## config.mk

```make
export PLATFORM = sky130hd
export DESIGN_NAME = spi_cmd_top
export DESIGN_NICKNAME = d
export VERILOG_FILES = /design/src/spi_cmd_pkg.sv /design/src/cmd_exec.sv /design/src/reg_bank.sv /design/src/spi_cmd_top.sv /design/src/spi_iff.sv /design/src/sync_sig.sv
export SDC_FILE = /design/constraint.sdc
export NUM_CORES = 1
export LEC_CHECK = 0
export BUFFER_PORTS_ARGS = -buffer_cell sky130_fd_sc_hd__buf_2
export CAP_MARGIN = 20
export CORE_MARGIN = 2
export CORE_UTILIZATION = 35
export CTS_BUF_LIST = sky130_fd_sc_hd__clkbuf_4
export DETAILED_ROUTE_END_ITERATION = 16
export GPL_TIMING_DRIVEN = 0
export PLACE_DENSITY = 0.47
export SLEW_MARGIN = 40
export SYNTH_ARGS = -nofsm -noshare
export SYNTH_HDL_FRONTEND = slang
export SYNTH_HIERARCHICAL = 1
export SYNTH_SLANG_ARGS = --single-unit
```

## constraint.sdc

```tcl
create_clock -name clk -period 14.1 [get_ports clk]
set_input_delay 0.705 -clock clk [delete_from_list [all_inputs] [get_ports clk]]
set_output_delay 0.705 -clock clk [all_outputs]
set_load 0.005 [all_outputs]
```

## src/spi_cmd_pkg.sv

```systemverilog
`default_nettype none

package spi_cmd_pkg;

    // ~~~~~~~~~~~~~~~~~~~~
    // frame geometry
    // ~~~~~~~~~~~~~~~~~~~~
    localparam int CMD_W  = 56;      // bits per command frame.
    localparam int RESP_W = 48;      // bits per response word.

    // command word fields, msb first on the wire
    localparam int OP_MSB   = 55;
    localparam int OP_LSB   = 48;
    localparam int ADDR_MSB = 47;
    localparam int ADDR_LSB = 32;
    localparam int DATA_MSB = 31;
    localparam int DATA_LSB = 0;

    // ~~~~~~~~~~~~~~~~~~~~
    // register bank
    // ~~~~~~~~~~~~~~~~~~~~
    localparam int REG_NUM = 16;     // number of registers.
    localparam int REG_AW  = 4;      // index width.
    localparam int DATA_W  = 32;     // register width.

    // ~~~~~~~~~~~~~~~~~~~~
    // opcodes and status
    // ~~~~~~~~~~~~~~~~~~~~
    localparam logic [7:0] OP_NOP   = 8'h00;
    localparam logic [7:0] OP_WRITE = 8'h01;
    localparam logic [7:0] OP_READ  = 8'h02;

    localparam logic [7:0] ST_OK       = 8'h00;
    localparam logic [7:0] ST_BAD_OP   = 8'h01;   // opcode not recognised.
    localparam logic [7:0] ST_BAD_ADDR = 8'h02;   // address outside the bank.

endpackage

`default_nettype wire

```

## src/cmd_exec.sv

```systemverilog
`timescale 1ns/1ps
`default_nettype none

module cmd_exec (
    input  wire                              clk,
    input  wire                              nrst,
    input  wire  [spi_cmd_pkg::CMD_W-1:0]    cmd_read,
    input  wire                              cmd_valid,
    output logic [spi_cmd_pkg::RESP_W-1:0]   resp_word,
    output logic                             wr_en,
    output logic [spi_cmd_pkg::REG_AW-1:0]   addr,
    output logic [spi_cmd_pkg::DATA_W-1:0]   wdata,
    input  wire  [spi_cmd_pkg::DATA_W-1:0]   rdata
);

    logic [spi_cmd_pkg::OP_MSB-spi_cmd_pkg::OP_LSB:0] opcode;
    logic                                             addr_ok;
    logic [7:0]                                       status;
    logic [spi_cmd_pkg::DATA_W-1:0]                   rsp_data;
    logic                                             wr_req;

    // ~~~~~~~~~~~~~~~~~~~~
    // field split
    // ~~~~~~~~~~~~~~~~~~~~
    assign opcode = cmd_read[spi_cmd_pkg::OP_MSB:spi_cmd_pkg::OP_LSB];
    assign addr   = cmd_read[spi_cmd_pkg::ADDR_LSB +: spi_cmd_pkg::REG_AW];
    assign wdata  = cmd_read[spi_cmd_pkg::DATA_MSB:spi_cmd_pkg::DATA_LSB];

    // upper address bits must be clear for the sixteen registers
    assign addr_ok = ~|cmd_read[spi_cmd_pkg::ADDR_MSB:spi_cmd_pkg::ADDR_LSB + spi_cmd_pkg::REG_AW];

    // ~~~~~~~~~~~~~~~~~~~~
    // decode
    // ~~~~~~~~~~~~~~~~~~~~
    always_comb begin
        status   = spi_cmd_pkg::ST_OK;
        rsp_data = '0;
        wr_req   = 1'b0;
        case (opcode)
            spi_cmd_pkg::OP_NOP: begin
                status = spi_cmd_pkg::ST_OK;       // nothing to do.
            end
            spi_cmd_pkg::OP_WRITE: begin
                if (addr_ok) begin
                    wr_req   = 1'b1;
                    rsp_data = wdata;              // echo what was written.
                end else begin
                    status = spi_cmd_pkg::ST_BAD_ADDR;
                end
            end
            spi_cmd_pkg::OP_READ: begin
                if (addr_ok) begin
                    rsp_data = rdata;
                end else begin
                    status = spi_cmd_pkg::ST_BAD_ADDR;
                end
            end
            default: begin
                status = spi_cmd_pkg::ST_BAD_OP;
            end
        endcase
    end

    // ~~~~~~~~~~~~~~~~~~~~
    // write strobe and response
    // ~~~~~~~~~~~~~~~~~~~~
    // addr and wdata stay valid because cmd_read holds until the next frame
    always_ff @(posedge clk or negedge nrst) begin
        if (!nrst) begin
            wr_en     <= 1'b0;
            resp_word <= '0;
        end else begin
            wr_en <= cmd_valid & wr_req;
            if (cmd_valid) begin
                resp_word <= {opcode, status, rsp_data};
            end
        end
    end

endmodule

`default_nettype wire

```

## src/reg_bank.sv

```systemverilog
`timescale 1ns/1ps
`default_nettype none

module reg_bank (
    input  wire                              clk,
    input  wire                              nrst,
    input  wire                              wr_en,
    input  wire  [spi_cmd_pkg::REG_AW-1:0]   addr,
    input  wire  [spi_cmd_pkg::DATA_W-1:0]   wdata,
    output logic [spi_cmd_pkg::DATA_W-1:0]   rdata
);

    logic [spi_cmd_pkg::DATA_W-1:0] regs [spi_cmd_pkg::REG_NUM];

    // ~~~~~~~~~~~~~~~~~~~~
    // write port
    // ~~~~~~~~~~~~~~~~~~~~
    always_ff @(posedge clk or negedge nrst) begin
        if (!nrst) begin
            for (int i = 0; i < spi_cmd_pkg::REG_NUM; i++) begin
                regs[i] <= '0;
            end
        end else if (wr_en) begin
            regs[addr] <= wdata;            // single write per strobe.
        end
    end

    // ~~~~~~~~~~~~~~~~~~~~
    // read port
    // ~~~~~~~~~~~~~~~~~~~~
    assign rdata = regs[addr];              // no read latency.

endmodule

`default_nettype wire

```

## src/spi_cmd_top.sv

```systemverilog
`timescale 1ns/1ps
`default_nettype none

module spi_cmd_top (
    input  wire  clk,
    input  wire  nrst,
    input  wire  spi_clk,
    input  wire  spi_ss,
    input  wire  spi_mosi,
    output logic spi_miso
);

    logic [spi_cmd_pkg::CMD_W-1:0]  cmd_read;
    logic                           cmd_valid;
    logic [spi_cmd_pkg::RESP_W-1:0] resp_word;
    logic                           wr_en;
    logic [spi_cmd_pkg::REG_AW-1:0] addr;
    logic [spi_cmd_pkg::DATA_W-1:0] wdata;
    logic [spi_cmd_pkg::DATA_W-1:0] rdata;

    // ~~~~~~~~~~~~~~~~~~~~
    // spi front end
    // ~~~~~~~~~~~~~~~~~~~~
    spi_iff u_spi_iff (
        .clk       (clk),
        .nrst      (nrst),
        .spi_clk   (spi_clk),
        .spi_ss    (spi_ss),
        .spi_mosi  (spi_mosi),
        .spi_miso  (spi_miso),
        .cmd_read  (cmd_read),
        .cmd_valid (cmd_valid),
        .resp_word (resp_word)
    );

    // ~~~~~~~~~~~~~~~~~~~~
    // command path
    // ~~~~~~~~~~~~~~~~~~~~
    cmd_exec u_cmd_exec (
        .clk       (clk),
        .nrst      (nrst),
        .cmd_read  (cmd_read),
        .cmd_valid (cmd_valid),
        .resp_word (resp_word),
        .wr_en     (wr_en),
        .addr      (addr),
        .wdata     (wdata),
        .rdata     (rdata)
    );

    reg_bank u_reg_bank (
        .clk   (clk),
        .nrst  (nrst),
        .wr_en (wr_en),
        .addr  (addr),
        .wdata (wdata),
        .rdata (rdata)
    );

endmodule

`default_nettype wire

```

## src/spi_iff.sv

```systemverilog
`timescale 1ns/1ps
`default_nettype none

module spi_iff (
    input  wire                              clk,
    input  wire                              nrst,
    input  wire                              spi_clk,
    input  wire                              spi_ss,
    input  wire                              spi_mosi,
    output logic                             spi_miso,
    output logic [spi_cmd_pkg::CMD_W-1:0]    cmd_read,
    output logic                             cmd_valid,
    input  wire  [spi_cmd_pkg::RESP_W-1:0]   resp_word
);

    logic sync_sck, sync_ss, sync_mosi;
    logic sck_q, ss_q;
    logic sck_rise;
    logic ss_rise_q, ss_fall_q;

    logic [spi_cmd_pkg::CMD_W-1:0]  in_reg;
    logic [spi_cmd_pkg::RESP_W-1:0] out_reg;
    logic [$clog2(spi_cmd_pkg::CMD_W + 1)-1:0] bit_cnt;   // sampled bits, saturating.

    // ~~~~~~~~~~~~~~~~~~~~
    // pin synchronizers
    // ~~~~~~~~~~~~~~~~~~~~
    sync_sig #(.RST_VAL(1'b0)) u_sync_sck (
        .clk     (clk),
        .nrst    (nrst),
        .in_sig  (spi_clk),
        .out_sig (sync_sck)
    );

    sync_sig #(.RST_VAL(1'b1)) u_sync_ss (
        .clk     (clk),
        .nrst    (nrst),
        .in_sig  (spi_ss),
        .out_sig (sync_ss)
    );

    sync_sig #(.RST_VAL(1'b0)) u_sync_mosi (
        .clk     (clk),
        .nrst    (nrst),
        .in_sig  (spi_mosi),
        .out_sig (sync_mosi)
    );

    // ~~~~~~~~~~~~~~~~~~~~
    // edge detection
    // ~~~~~~~~~~~~~~~~~~~~
    assign sck_rise = sync_sck & ~sck_q;   // aligned with sync_mosi.

    always_ff @(posedge clk or negedge nrst) begin
        if (!nrst) begin
            sck_q     <= 1'b0;
            ss_q      <= 1'b1;
            ss_rise_q <= 1'b0;
            ss_fall_q <= 1'b0;
        end else begin
            sck_q     <= sync_sck;
            ss_q      <= sync_ss;
            ss_rise_q <= sync_ss & ~ss_q;   // frame end.
            ss_fall_q <= ~sync_ss & ss_q;   // frame start.
        end
    end

    // ~~~~~~~~~~~~~~~~~~~~
    // shifters and bit count
    // ~~~~~~~~~~~~~~~~~~~~
    always_ff @(posedge clk or negedge nrst) begin
        if (!nrst) begin
            in_reg  <= '0;
            out_reg <= '0;
            bit_cnt <= '0;
        end else if (ss_fall_q) begin
            in_reg  <= '0;
            out_reg <= resp_word;           // response to the previous frame.
            bit_cnt <= '0;
        end else if (!sync_ss && sck_rise) begin
            in_reg  <= {in_reg[spi_cmd_pkg::CMD_W-2:0], sync_mosi};
            out_reg <= {out_reg[spi_cmd_pkg::RESP_W-2:0], 1'b0};
            if (bit_cnt != '1) begin
                bit_cnt <= bit_cnt + 1'b1;
            end
        end
    end

    assign spi_miso = out_reg[spi_cmd_pkg::RESP_W-1];

    // frames of any other length are simply never published
    always_ff @(posedge clk or negedge nrst) begin
        if (!nrst) begin
            cmd_valid <= 1'b0;
        end else begin
            cmd_valid <= ss_rise_q && (bit_cnt == spi_cmd_pkg::CMD_W);
        end
    end

    always_ff @(posedge clk) begin
        if (ss_rise_q && (bit_cnt == spi_cmd_pkg::CMD_W)) begin
            cmd_read <= in_reg;             // held until the next good frame.
        end
    end

endmodule

`default_nettype wire

```

## src/sync_sig.sv

```systemverilog
`timescale 1ns/1ps
`default_nettype none

module sync_sig #(
    parameter bit RST_VAL = 1'b0     // idle level of the synchronized pin.
) (
    input  wire  clk,
    input  wire  nrst,
    input  wire  in_sig,
    output logic out_sig
);

    logic meta;                      // first stage, may go metastable.

    always_ff @(posedge clk or negedge nrst) begin
        if (!nrst) begin
            meta    <= RST_VAL;
            out_sig <= RST_VAL;
        end else begin
            meta    <= in_sig;
            out_sig <= meta;
        end
    end

endmodule

`default_nettype wire

```

==> results.sh, run 1 <==
export IMPL_status="finished clean"
export IMPL_critPathCaptureType="flip-flop"
export IMPL_power_frac_clock_pct=46.7
export IMPL_grt_usage_pct=18.63
export IMPL_clockBufferDepth=3
export IMPL_yosysWarningCount=6
export IMPL_vias=19490
export IMPL_period_needed_ps=3190
export IMPL_final_setup_skew_ps=62.49
export IMPL_crit_required_ps=14950
export IMPL_port_buffers=5
export IMPL_htreeDepth=4
export IMPL_layout_common_cells="dfrtp_1 (673), mux2_2 (512), clkbuf_4 (324)"
export IMPL_clk_pin_slew_worst_paths_ps=70
export IMPL_largest_reg_flops=512
export IMPL_drt_iter0_drc=1031
export IMPL_drc=0
export IMPL_timing_final_crit_share_pct=22.63
export IMPL_netSwitchingPower_uw=949.9
export IMPL_antenna_found_initial=2
export IMPL_wl_per_cell_um=22.89
export IMPL_power_leakage_nw=17.29
export IMPL_nets=2432
export IMPL_grt_pass1_vias=21020
export IMPL_cts_tree="yes"
export IMPL_hp_class="input pin to asynchronous set/reset pin"
export IMPL_worst_slew_pin_slew_ps=840.2
export IMPL_grt_start_max_net_pins=105
export IMPL_post_dp_cell_area_mm2=0.03408
export IMPL_gp_congestion=0.7504
export IMPL_drive_above_1_share_pct=46.49
export IMPL_vdd_drop_max_uv=59.32
export IMPL_die_w_um=307.6
export IMPL_combPwrFrac_pct=1.9
export IMPL_synth_main_ff_cell="dfrtp_1"
export IMPL_dr_pass1_iters=5
export IMPL_final_common_cell="dfrtp_1"
export IMPL_worstSetupPathType="flip-flop to flip-flop"
export IMPL_gr_total_overflow=0
export IMPL_critPathLaunchType="flip-flop"
export IMPL_routed_wl_um=86180
export IMPL_ios=6
export IMPL_critPathArrivalTime_ps=4040
export IMPL_syn_area_per_cell_um2=14.71
export IMPL_yosysSeqAreaShare_pct=57.66
export IMPL_setup_slack_ps=10910
export IMPL_finalHoldViolCount=0
export IMPL_drtAntennaViolNets=0
export IMPL_power_density_mw_per_mm2=112.7
export IMPL_setup_viol=0
export IMPL_area_growth_pct=13.85
export IMPL_initial_core_util_pct=35.25
export IMPL_numCtsBuffers=198
export IMPL_swShare_pct=22.95
export IMPL_rows=111
export IMPL_drv_slew=0
export IMPL_fmax_ghz=0.3135
export IMPL_synth_cell_types=51
export IMPL_rsz0062_at_grt="no"
export IMPL_coreArea_mm2=0.09152
export IMPL_grt_pass1_wl_um=131600
export IMPL_synth_cells=2193
export IMPL_seqPwrFrac_pct=51.5
export IMPL_die_h_um=307.6
export IMPL_clkSinkCount=732
export IMPL_synth_seq_cells=732
export IMPL_dieArea_mm2=0.09461
export IMPL_postSynth_asyncResetShare_pct=92.35
export IMPL_stdcell_area_mm2=0.03673
export IMPL_synth_edf_count=56
export IMPL_drv_cap=0
export IMPL_syn_area_mm2=0.03226
export IMPL_worstSkewPairLatency_ps=1020
export IMPL_slew_headroom_pct=43.99
export IMPL_cp_max_fo=10
export IMPL_root_buffer="clkbuf_4"
export IMPL_vias_per_cell=5.177
export IMPL_p_total_mw=4.140
export IMPL_p_int_mw=3.190
export IMPL_dp_hpwl_um=56530
export IMPL_place_ws_ps=10850
cell type report:
cell class | instances | area, um^2
Inverter | 36 | 135.1
Fill cell | 8617 | 54800
Multi-Input combinational cell | 1204 | 12310
Tap cell | 1186 | 1484
Clock buffer | 324 | 2432
Clock inverter | 28 | 156.4
Buffer | 226 | 1251
Antenna cell | 2 | 5.005
Timing Repair Buffer | 27 | 349.1
Sequential cell | 732 | 18600
critical path, cell delays in order, from the launching register on:
cell	delay, ps
edfxtp_1	400
buf_4	140
buf_2	220
buf_4	260
buf_2	480
mux4_2	580
a22oi_1	280
nand2_1	210
a22oi_1	330
o32ai_2	120
repair_timing:
action,in CTS,in global routing
buffers inserted,0,0
gates resized for setup,0,0
hold buffers,4,0
endpoints found under the hold margin,140,0
kinds of logic after synthesis:
kind of cell,after synthesis,share of synthesized area [%]
AND/OR/NAND/NOR,254,3.549
buffers and inverters,262,4.243
flip-flops,732,57.66
other,1,0.01162
adder cells (fa/ha/maj),2,0.07756
multiplexers,696,28.58
AO/OA/AOI/OAI,246,5.872
cells in the mapped netlist, types with 3 or more instances:
master,n,area share [%]
nor3_1,3,0.047
o32ai_2,30,1.5
clkbuf_1,81,0.94
nor2_1,16,0.19
mux2_1,9,0.31
buf_4,53,1.2
inv_1,36,0.42
or3_1,3,0.058
mux2i_1,47,1.5
buf_6,11,0.38
buf_1,5,0.058
nand2_1,200,2.3
a22oi_1,96,2.2
nand3b_1,4,0.093
o21ai_0,49,0.76
dfrtp_1,673,52
dfstp_2,3,0.24
nor2b_1,6,0.12
edfxtp_1,56,5.2
a21oi_1,57,0.88
buf_2,75,1.2
mux2_2,512,18
mux4_2,128,8.9
nor4_4,3,0.20
nand3_1,5,0.078
routing by layer:
layer | track usage [%] | part of all wire, % | up-vias
met1 | 24.98 | 46 | 10340
met5 | 0 | 0 | -
met3 | 4.012 | 4.3 | 152
met2 | 29.52 | 47 | 445
met4 | 7.328 | 2.9 | 0
li1 | - | - | 8556
worst paths after layout:
kind | end | start | depth (start not counted) | slack, ps
max in group asynchronous | u_spi_iff/u_sync_ss/out_sig$_DFF_PN1_ | nrst | 5 | 12130
worst min-delay path | u_reg_bank/regs[459]$_DFFE_PN0P_ | nrst | 2 | 170
min in group clk | u_spi_iff/u_sync_mosi/meta$_DFF_PN0_ | spi_mosi | 2 | 340
worst min register to register | u_spi_iff/u_sync_mosi/out_sig$_DFF_PN0_ | u_spi_iff/u_sync_mosi/meta$_DFF_PN0_ | 0 | 350
worst max-delay path | u_cmd_exec/resp_word[14]$_DFFE_PN0P_ | u_spi_iff/cmd_read[32]$_DFFE_PP_ | 9 | 10910
worst max register to register | u_cmd_exec/resp_word[14]$_DFFE_PN0P_ | u_spi_iff/cmd_read[32]$_DFFE_PP_ | 9 | 10910
metrics by stage:
stage | TNS [ps] | utilization, % | hold slack [ps] | instances
floorplan | 0 | - | 331.2 | 2198
global placement | -1228170 | 36.92 | 331.7 | 3389
detailed placement | 0 | 37.24 | 345.8 | 3406
CTS | 0 | 40.11 | 24.86 | 3762
global route | 0 | 40.13 | 92.73 | 3765
finish | 0 | 40.13 | 171.3 | 3765
power by group through the flow:
stage	clock [mW]	sequential, mW	combinational (mW)
after detailed placement	0	2.17	0.0793
after CTS	2.02	2.13	0.0804
after global placement	0	2.17	0.0690
after floorplan	0	2.17	0.0224
final	1.93	2.13	0.0767
after global routing	2.14	2.13	0.0889
Note: power is estimated with default switching activity, not from simulation.
==> inputs of run 2 (changes only) <==
==> constraint.sdc (replaced) <==
create_clock -name clk -period 2.95 [get_ports clk]
set_input_delay 0.1475 -clock clk [delete_from_list [all_inputs] [get_ports clk]]
set_output_delay 0.1475 -clock clk [all_outputs]
set_load 0.005 [all_outputs]
==> results.sh, run 2 (synthesis results as in run 1) <==
export IMPL_status="finished clean"
export IMPL_port_buffers=5
export IMPL_coreArea_mm2=0.09152
export IMPL_clk_pin_slew_worst_paths_ps=60
export IMPL_die_w_um=307.6
export IMPL_cp_max_fo=10
export IMPL_vias_per_cell=5.134
export IMPL_placed_cells=3403
export IMPL_rows=111
export IMPL_gr_total_overflow=0
export IMPL_final_common_cell="dfrtp_1"
export IMPL_dr_pass1_iters=5
export IMPL_drt_iter0_drc=1103
export IMPL_initial_core_util_pct=35.25
export IMPL_wl_per_cell_um=22.54
export IMPL_root_buffer="clkbuf_4"
export IMPL_grt_pass1_wl_um=131500
export IMPL_die_h_um=307.6
export IMPL_timing_final_crit_share_pct=99.14
export IMPL_grt_usage_pct=18.55
export IMPL_worstSkewPairLatency_ps=1070
export IMPL_finalHoldViolCount=0
export IMPL_cts_setup_buffers=0
export IMPL_worstSetupPathType="flip-flop to flip-flop"
export IMPL_final_setup_skew_ps=74.30
export IMPL_r2r_worst_path_cells=7
export IMPL_cts_tree="yes"
export IMPL_cp_startpoint="u_spi_iff/cmd_read[34]$_DFFE_PP_"
export IMPL_grt_start_max_net_pins=107
export IMPL_worst_slew_pin_slew_ps=985.3
export IMPL_critPathArrivalTime_ps=3890
export IMPL_nets=2436
export IMPL_setup_slack_ps=25.50
export IMPL_crit_reg2reg_launch="u_spi_iff/cmd_read[34]$_DFFE_PP_"
export IMPL_stdcell_area_mm2=0.03707
export IMPL_hp_class="input pin to asynchronous set/reset pin"
export IMPL_gp_congestion=0.7519
export IMPL_drive_above_1_share_pct=46.63
export IMPL_final_setup_tns_ps=0
export IMPL_drc=0
export IMPL_drv_cap=0
export IMPL_power_density_mw_per_mm2=541.1
export IMPL_dieArea_mm2=0.09461
export IMPL_layout_common_cells="dfrtp_1 (673), mux2_2 (512), clkbuf_4 (322)"
export IMPL_clkSinkCount=732
export IMPL_drtAntennaViolNets=0
export IMPL_setup_viol=0
export IMPL_dp_hpwl_um=56680
export IMPL_area_growth_pct=14.90
export IMPL_vias=19460
export IMPL_final_core_util_pct=40.50
export IMPL_clockBufferDepth=3
export IMPL_largest_reg_flops=512
export IMPL_slew_headroom_pct=34.31
export IMPL_critPathCaptureType="flip-flop"
export IMPL_vdd_drop_max_uv=363.5
export IMPL_fmax_ghz=0.3419
export IMPL_period_needed_ps=2924
export IMPL_htreeDepth=4
export IMPL_ios=6
export IMPL_place_ws_ps=-417.0
export IMPL_routed_wl_um=85470
export IMPL_power_leakage_nw=17.39
export IMPL_fin_cells=3791
export IMPL_antenna_found_initial=2
export IMPL_rsz0062_at_grt="yes"
export IMPL_drv_slew=0
export IMPL_critPathLaunchType="flip-flop"
export IMPL_crit_required_ps=3920
export IMPL_grt_pass1_vias=21190
export IMPL_numCtsBuffers=200
export IMPL_post_dp_cell_area_mm2=0.03409
==> run 2: cell type report <==
cell class,instances,area [um^2]
Inverter,36,135.1
Multi-Input combinational cell,1204,12380
Timing Repair Buffer,29,415.4
Tap cell,1186,1484
Fill cell,8550,54460
Buffer,226,1314
Sequential cell,732,18600
Clock buffer,317,2380
Antenna cell,6,15.01
Clock inverter,55,337.8
==> run 2: repair_timing <==
item	4_1_cts	5_1_grt
pin swaps	0	0
gates resized for setup	24	17
endpoints found under the hold margin	411	0
hold buffers	9	0
setup endpoints to repair	31	25
==> run 2: final timing paths <==
check | end | slack [ps]
worst max-delay path | u_cmd_exec/resp_word[8]$_DFFE_PN0P_ | 30
worst min-delay path | u_reg_bank/regs[336]$_DFFE_PN0P_ | 160
worst max register to register | u_cmd_exec/resp_word[8]$_DFFE_PN0P_ | 30
worst min register to register | u_spi_iff/u_sync_mosi/out_sig$_DFF_PN0_ | 350
max in group asynchronous | u_reg_bank/regs[138]$_DFFE_PN0P_ | 980
min in group clk | u_spi_iff/u_sync_mosi/meta$_DFF_PN0_ | 250
==> run 2: metrics by stage <==
stage	total power [mW]	hold slack, ps
2_1_floorplan	10.47	-148.1
3_3_place_gp	10.71	251.9
3_5_place_dp	10.75	3.347
4_1_cts	20.48	27.69
5_1_grt	21.11	98.98
6_report	20.06	161.1
==> run 2: layer usage <==
layer | vias up | GRT usage (%) | routed length (um)
met5 | - | 0 | 0
met4 | 0 | 5.320 | 1235
met3 | 109 | 3.737 | 2848
met2 | 332 | 30.41 | 41970
met1 | 10410 | 24.95 | 39420
li1 | 8613 | - | -
==> run 2: critical path, stage by stage, from the launching register on <==
cell	delay, ps
edfxtp_1	410
buf_4	190
nor2_1	470
clkbuf_1	790
a22oi_1	330
nand2_1	260
a22oi_2	110
o32ai_2	250
==> run 2: power by group <==
| part | total, mW | internal, mW | switching, mW |
|---|---|---|---|
| Clock | 9.51 | 5.15 | 4.36 |
| Combinational | 0.371 | 0.0891 | 0.282 |
| Sequential | 10.2 | 10.2 | 0.0177 |
| Total | 20.1 | 15.4 | 4.66 |
==> inputs of run 3 (changes only) <==
--- a/config.mk
+++ b/config.mk
@@ -8,11 +8,12 @@
 export BUFFER_PORTS_ARGS = -buffer_cell sky130_fd_sc_hd__buf_2
 export CAP_MARGIN = 20
 export CORE_MARGIN = 2
-export CORE_UTILIZATION = 35
+export CORE_UTILIZATION = 60
 export CTS_BUF_LIST = sky130_fd_sc_hd__clkbuf_4
 export DETAILED_ROUTE_END_ITERATION = 16
 export GPL_TIMING_DRIVEN = 0
-export PLACE_DENSITY = 0.47
+export PLACE_DENSITY = 0.74
+export SKIP_CTS_REPAIR_TIMING = 1
 export SLEW_MARGIN = 40
 export SYNTH_ARGS = -nofsm -noshare
 export SYNTH_HDL_FRONTEND = slang
==> results.sh, run 3 (synthesis results as in run 1) <==
export IMPL_status="finished clean"
export IMPL_clk_pin_slew_worst_paths_ps=70
export IMPL_endpoint="u_cmd_exec/resp_word[14]$_DFFE_PN0P_"
export IMPL_busiest_layer="met2"
export IMPL_critPathLaunchType="flip-flop"
export IMPL_dr_pass1_iters=7
export IMPL_routed_wl_um=76010
export IMPL_cp_startpoint="u_spi_iff/cmd_read[32]$_DFFE_PP_"
export IMPL_worstSetupPathType="flip-flop to flip-flop"
export IMPL_finalHoldViolCount=0
export IMPL_crit_reg2reg_launch="u_spi_iff/cmd_read[32]$_DFFE_PP_"
export IMPL_grt_start_max_net_pins=108
export IMPL_critPathCaptureType="flip-flop"
export IMPL_final_setup_skew_ps=39.76
export IMPL_rrSetupSlack_ps=40
export IMPL_layout_common_cells="dfrtp_1 (673), mux2_2 (512), clkbuf_4 (293)"
export IMPL_rsz0062_at_grt="yes"
export IMPL_port_buffers=5
export IMPL_antenna_found_initial=2
export IMPL_whs_ps=233.9
export IMPL_drive_above_1_share_pct=45.37
export IMPL_grt_pass1_vias=21150
export IMPL_timing_final_crit_share_pct=98.80
export IMPL_rows=84
export IMPL_setup_slack_ps=35.34
export IMPL_placed_cells=2903
export IMPL_drv_cap=0
export IMPL_largest_reg_flops=512
export IMPL_period_needed_ps=2915
export IMPL_place_ws_ps=-256.7
export IMPL_power_leakage_nw=17.22
export IMPL_wl_per_cell_um=23.35
export IMPL_worst_slew_pin_slew_ps=859.6
export IMPL_numCtsBuffers=187
export IMPL_root_buffer="clkbuf_4"
export IMPL_worstSkewPairLatency_ps=1040
export IMPL_ios=6
export IMPL_fmax_ghz=0.3431
export IMPL_dp_hpwl_um=49820
export IMPL_power_density_mw_per_mm2=538.9
export IMPL_final_core_util_pct=68.27
export IMPL_critPathArrivalTime_ps=3800
export IMPL_gr_total_overflow=0
export IMPL_slew_headroom_pct=42.69
export IMPL_crit_required_ps=3830
export IMPL_final_common_cell="dfrtp_1"
export IMPL_nets=2420
export IMPL_vdd_drop_max_uv=422.6
export IMPL_stdcell_area_mm2=0.03609
export IMPL_gp_congestion=0.8083
export IMPL_grt_util_met2_pct=45.28
export IMPL_cpMostUsedCell="buf_4"
export IMPL_grtUsageMet1_pct=38.76
export IMPL_drtAntennaViolNets=0
export IMPL_setup_viol=0
export IMPL_initial_core_util_pct=61.02
export IMPL_grt_pass1_wl_um=121100
export IMPL_path_cells="buf_4, buf_2, buf_4, buf_4, mux4_2, a22oi_1, nand2_1, a22oi_1, o32ai_2"
export IMPL_gr_usage_met3_pct=6.214
export IMPL_post_dp_cell_area_mm2=0.03344
export IMPL_die_h_um=235.9
export IMPL_r2r_end="u_cmd_exec/resp_word[14]$_DFFE_PN0P_"
export IMPL_cp_max_fo=10
export IMPL_area_growth_pct=11.88
export IMPL_hp_class="input pin to asynchronous set/reset pin"
export IMPL_die_w_um=235.9
export IMPL_cp_num_buf_inv=4
export IMPL_drv_slew=0
export IMPL_grt_usage_pct=28.65
export IMPL_coreArea_mm2=0.05287
export IMPL_drc=0
export IMPL_htreeDepth=4
export IMPL_vias=19660
export IMPL_vias_per_cell=6.040
export IMPL_r2r_worst_path_cells=9
export IMPL_cp_depth=9
export IMPL_clkSinkCount=732
export IMPL_clockBufferDepth=3
export IMPL_dieArea_mm2=0.05563
export IMPL_cpPeakStageDelay_ps=570
export IMPL_cts_tree="yes"
export IMPL_cpLargestDelayFamily="buffers and inverters"
export IMPL_slowest_stage="mux4_2"
export IMPL_fin_cells=3255
export IMPL_drt_iter0_drc=1590
run 3: how the worst min path moves through the flow:
stage,end,slack [ps],cells past startpoint
5_1_grt,u_reg_bank/regs[240]$_DFFE_PN0P_,190,4
2_1_floorplan,u_cmd_exec/resp_word[0]$_DFFE_PN0P_,-150,0
6_report,u_reg_bank/regs[240]$_DFFE_PN0P_,230,4
4_1_cts,u_reg_bank/regs[240]$_DFFE_PN0P_,-1140,1
3_5_place_dp,u_reg_bank/regs[493]$_DFFE_PN0P_,20,1
3_3_place_gp,u_spi_iff/u_sync_ss/meta$_DFF_PN1_,250,1
run 3: stage by stage:
stage | power, mW | TNS [ps]
2_1_floorplan | 10.47 | 0
3_3_place_gp | 10.69 | -7907430
3_5_place_dp | 10.73 | -2362
4_1_cts | 19.70 | -2536
5_1_grt | 20.37 | -361.5
6_report | 19.45 | 0
run 3: worst min-delay path, stage by stage:
cell and delay [ps]:
dlygate4sd3_1 520, dlygate4sd3_1 600, buf_12 150, buf_12 210
run 3: layout make-up:
type / count / area [um^2]
Multi-Input combinational cell: 1204 / 12330
Antenna cell: 8 / 20.02
Clock inverter: 47 / 320.3
Fill cell: 3754 / 16770
Buffer: 226 / 1275
Inverter: 36 / 135.1
Clock buffer: 288 / 2162
Tap cell: 688 / 860.8
Timing Repair Buffer: 26 / 389.1
Sequential cell: 732 / 18600
run 3: metal layers:
metal / vias up / wire [um]
met4: 0 / 2204
li1: 8554 / -
met5: - / 0
met2: 554 / 37240
met3: 153 / 4244
met1: 10400 / 32330
run 3: where the power goes:
| part | switching [mW] | total (mW) | internal (mW) |
|---|---|---|---|
| combinational | 0.275 | 0.364 | 0.0896 |
| clock | 4.05 | 8.91 | 4.86 |
| sequential | 0.0174 | 10.2 | 10.2 |
| total | 4.34 | 19.4 | 15.1 |
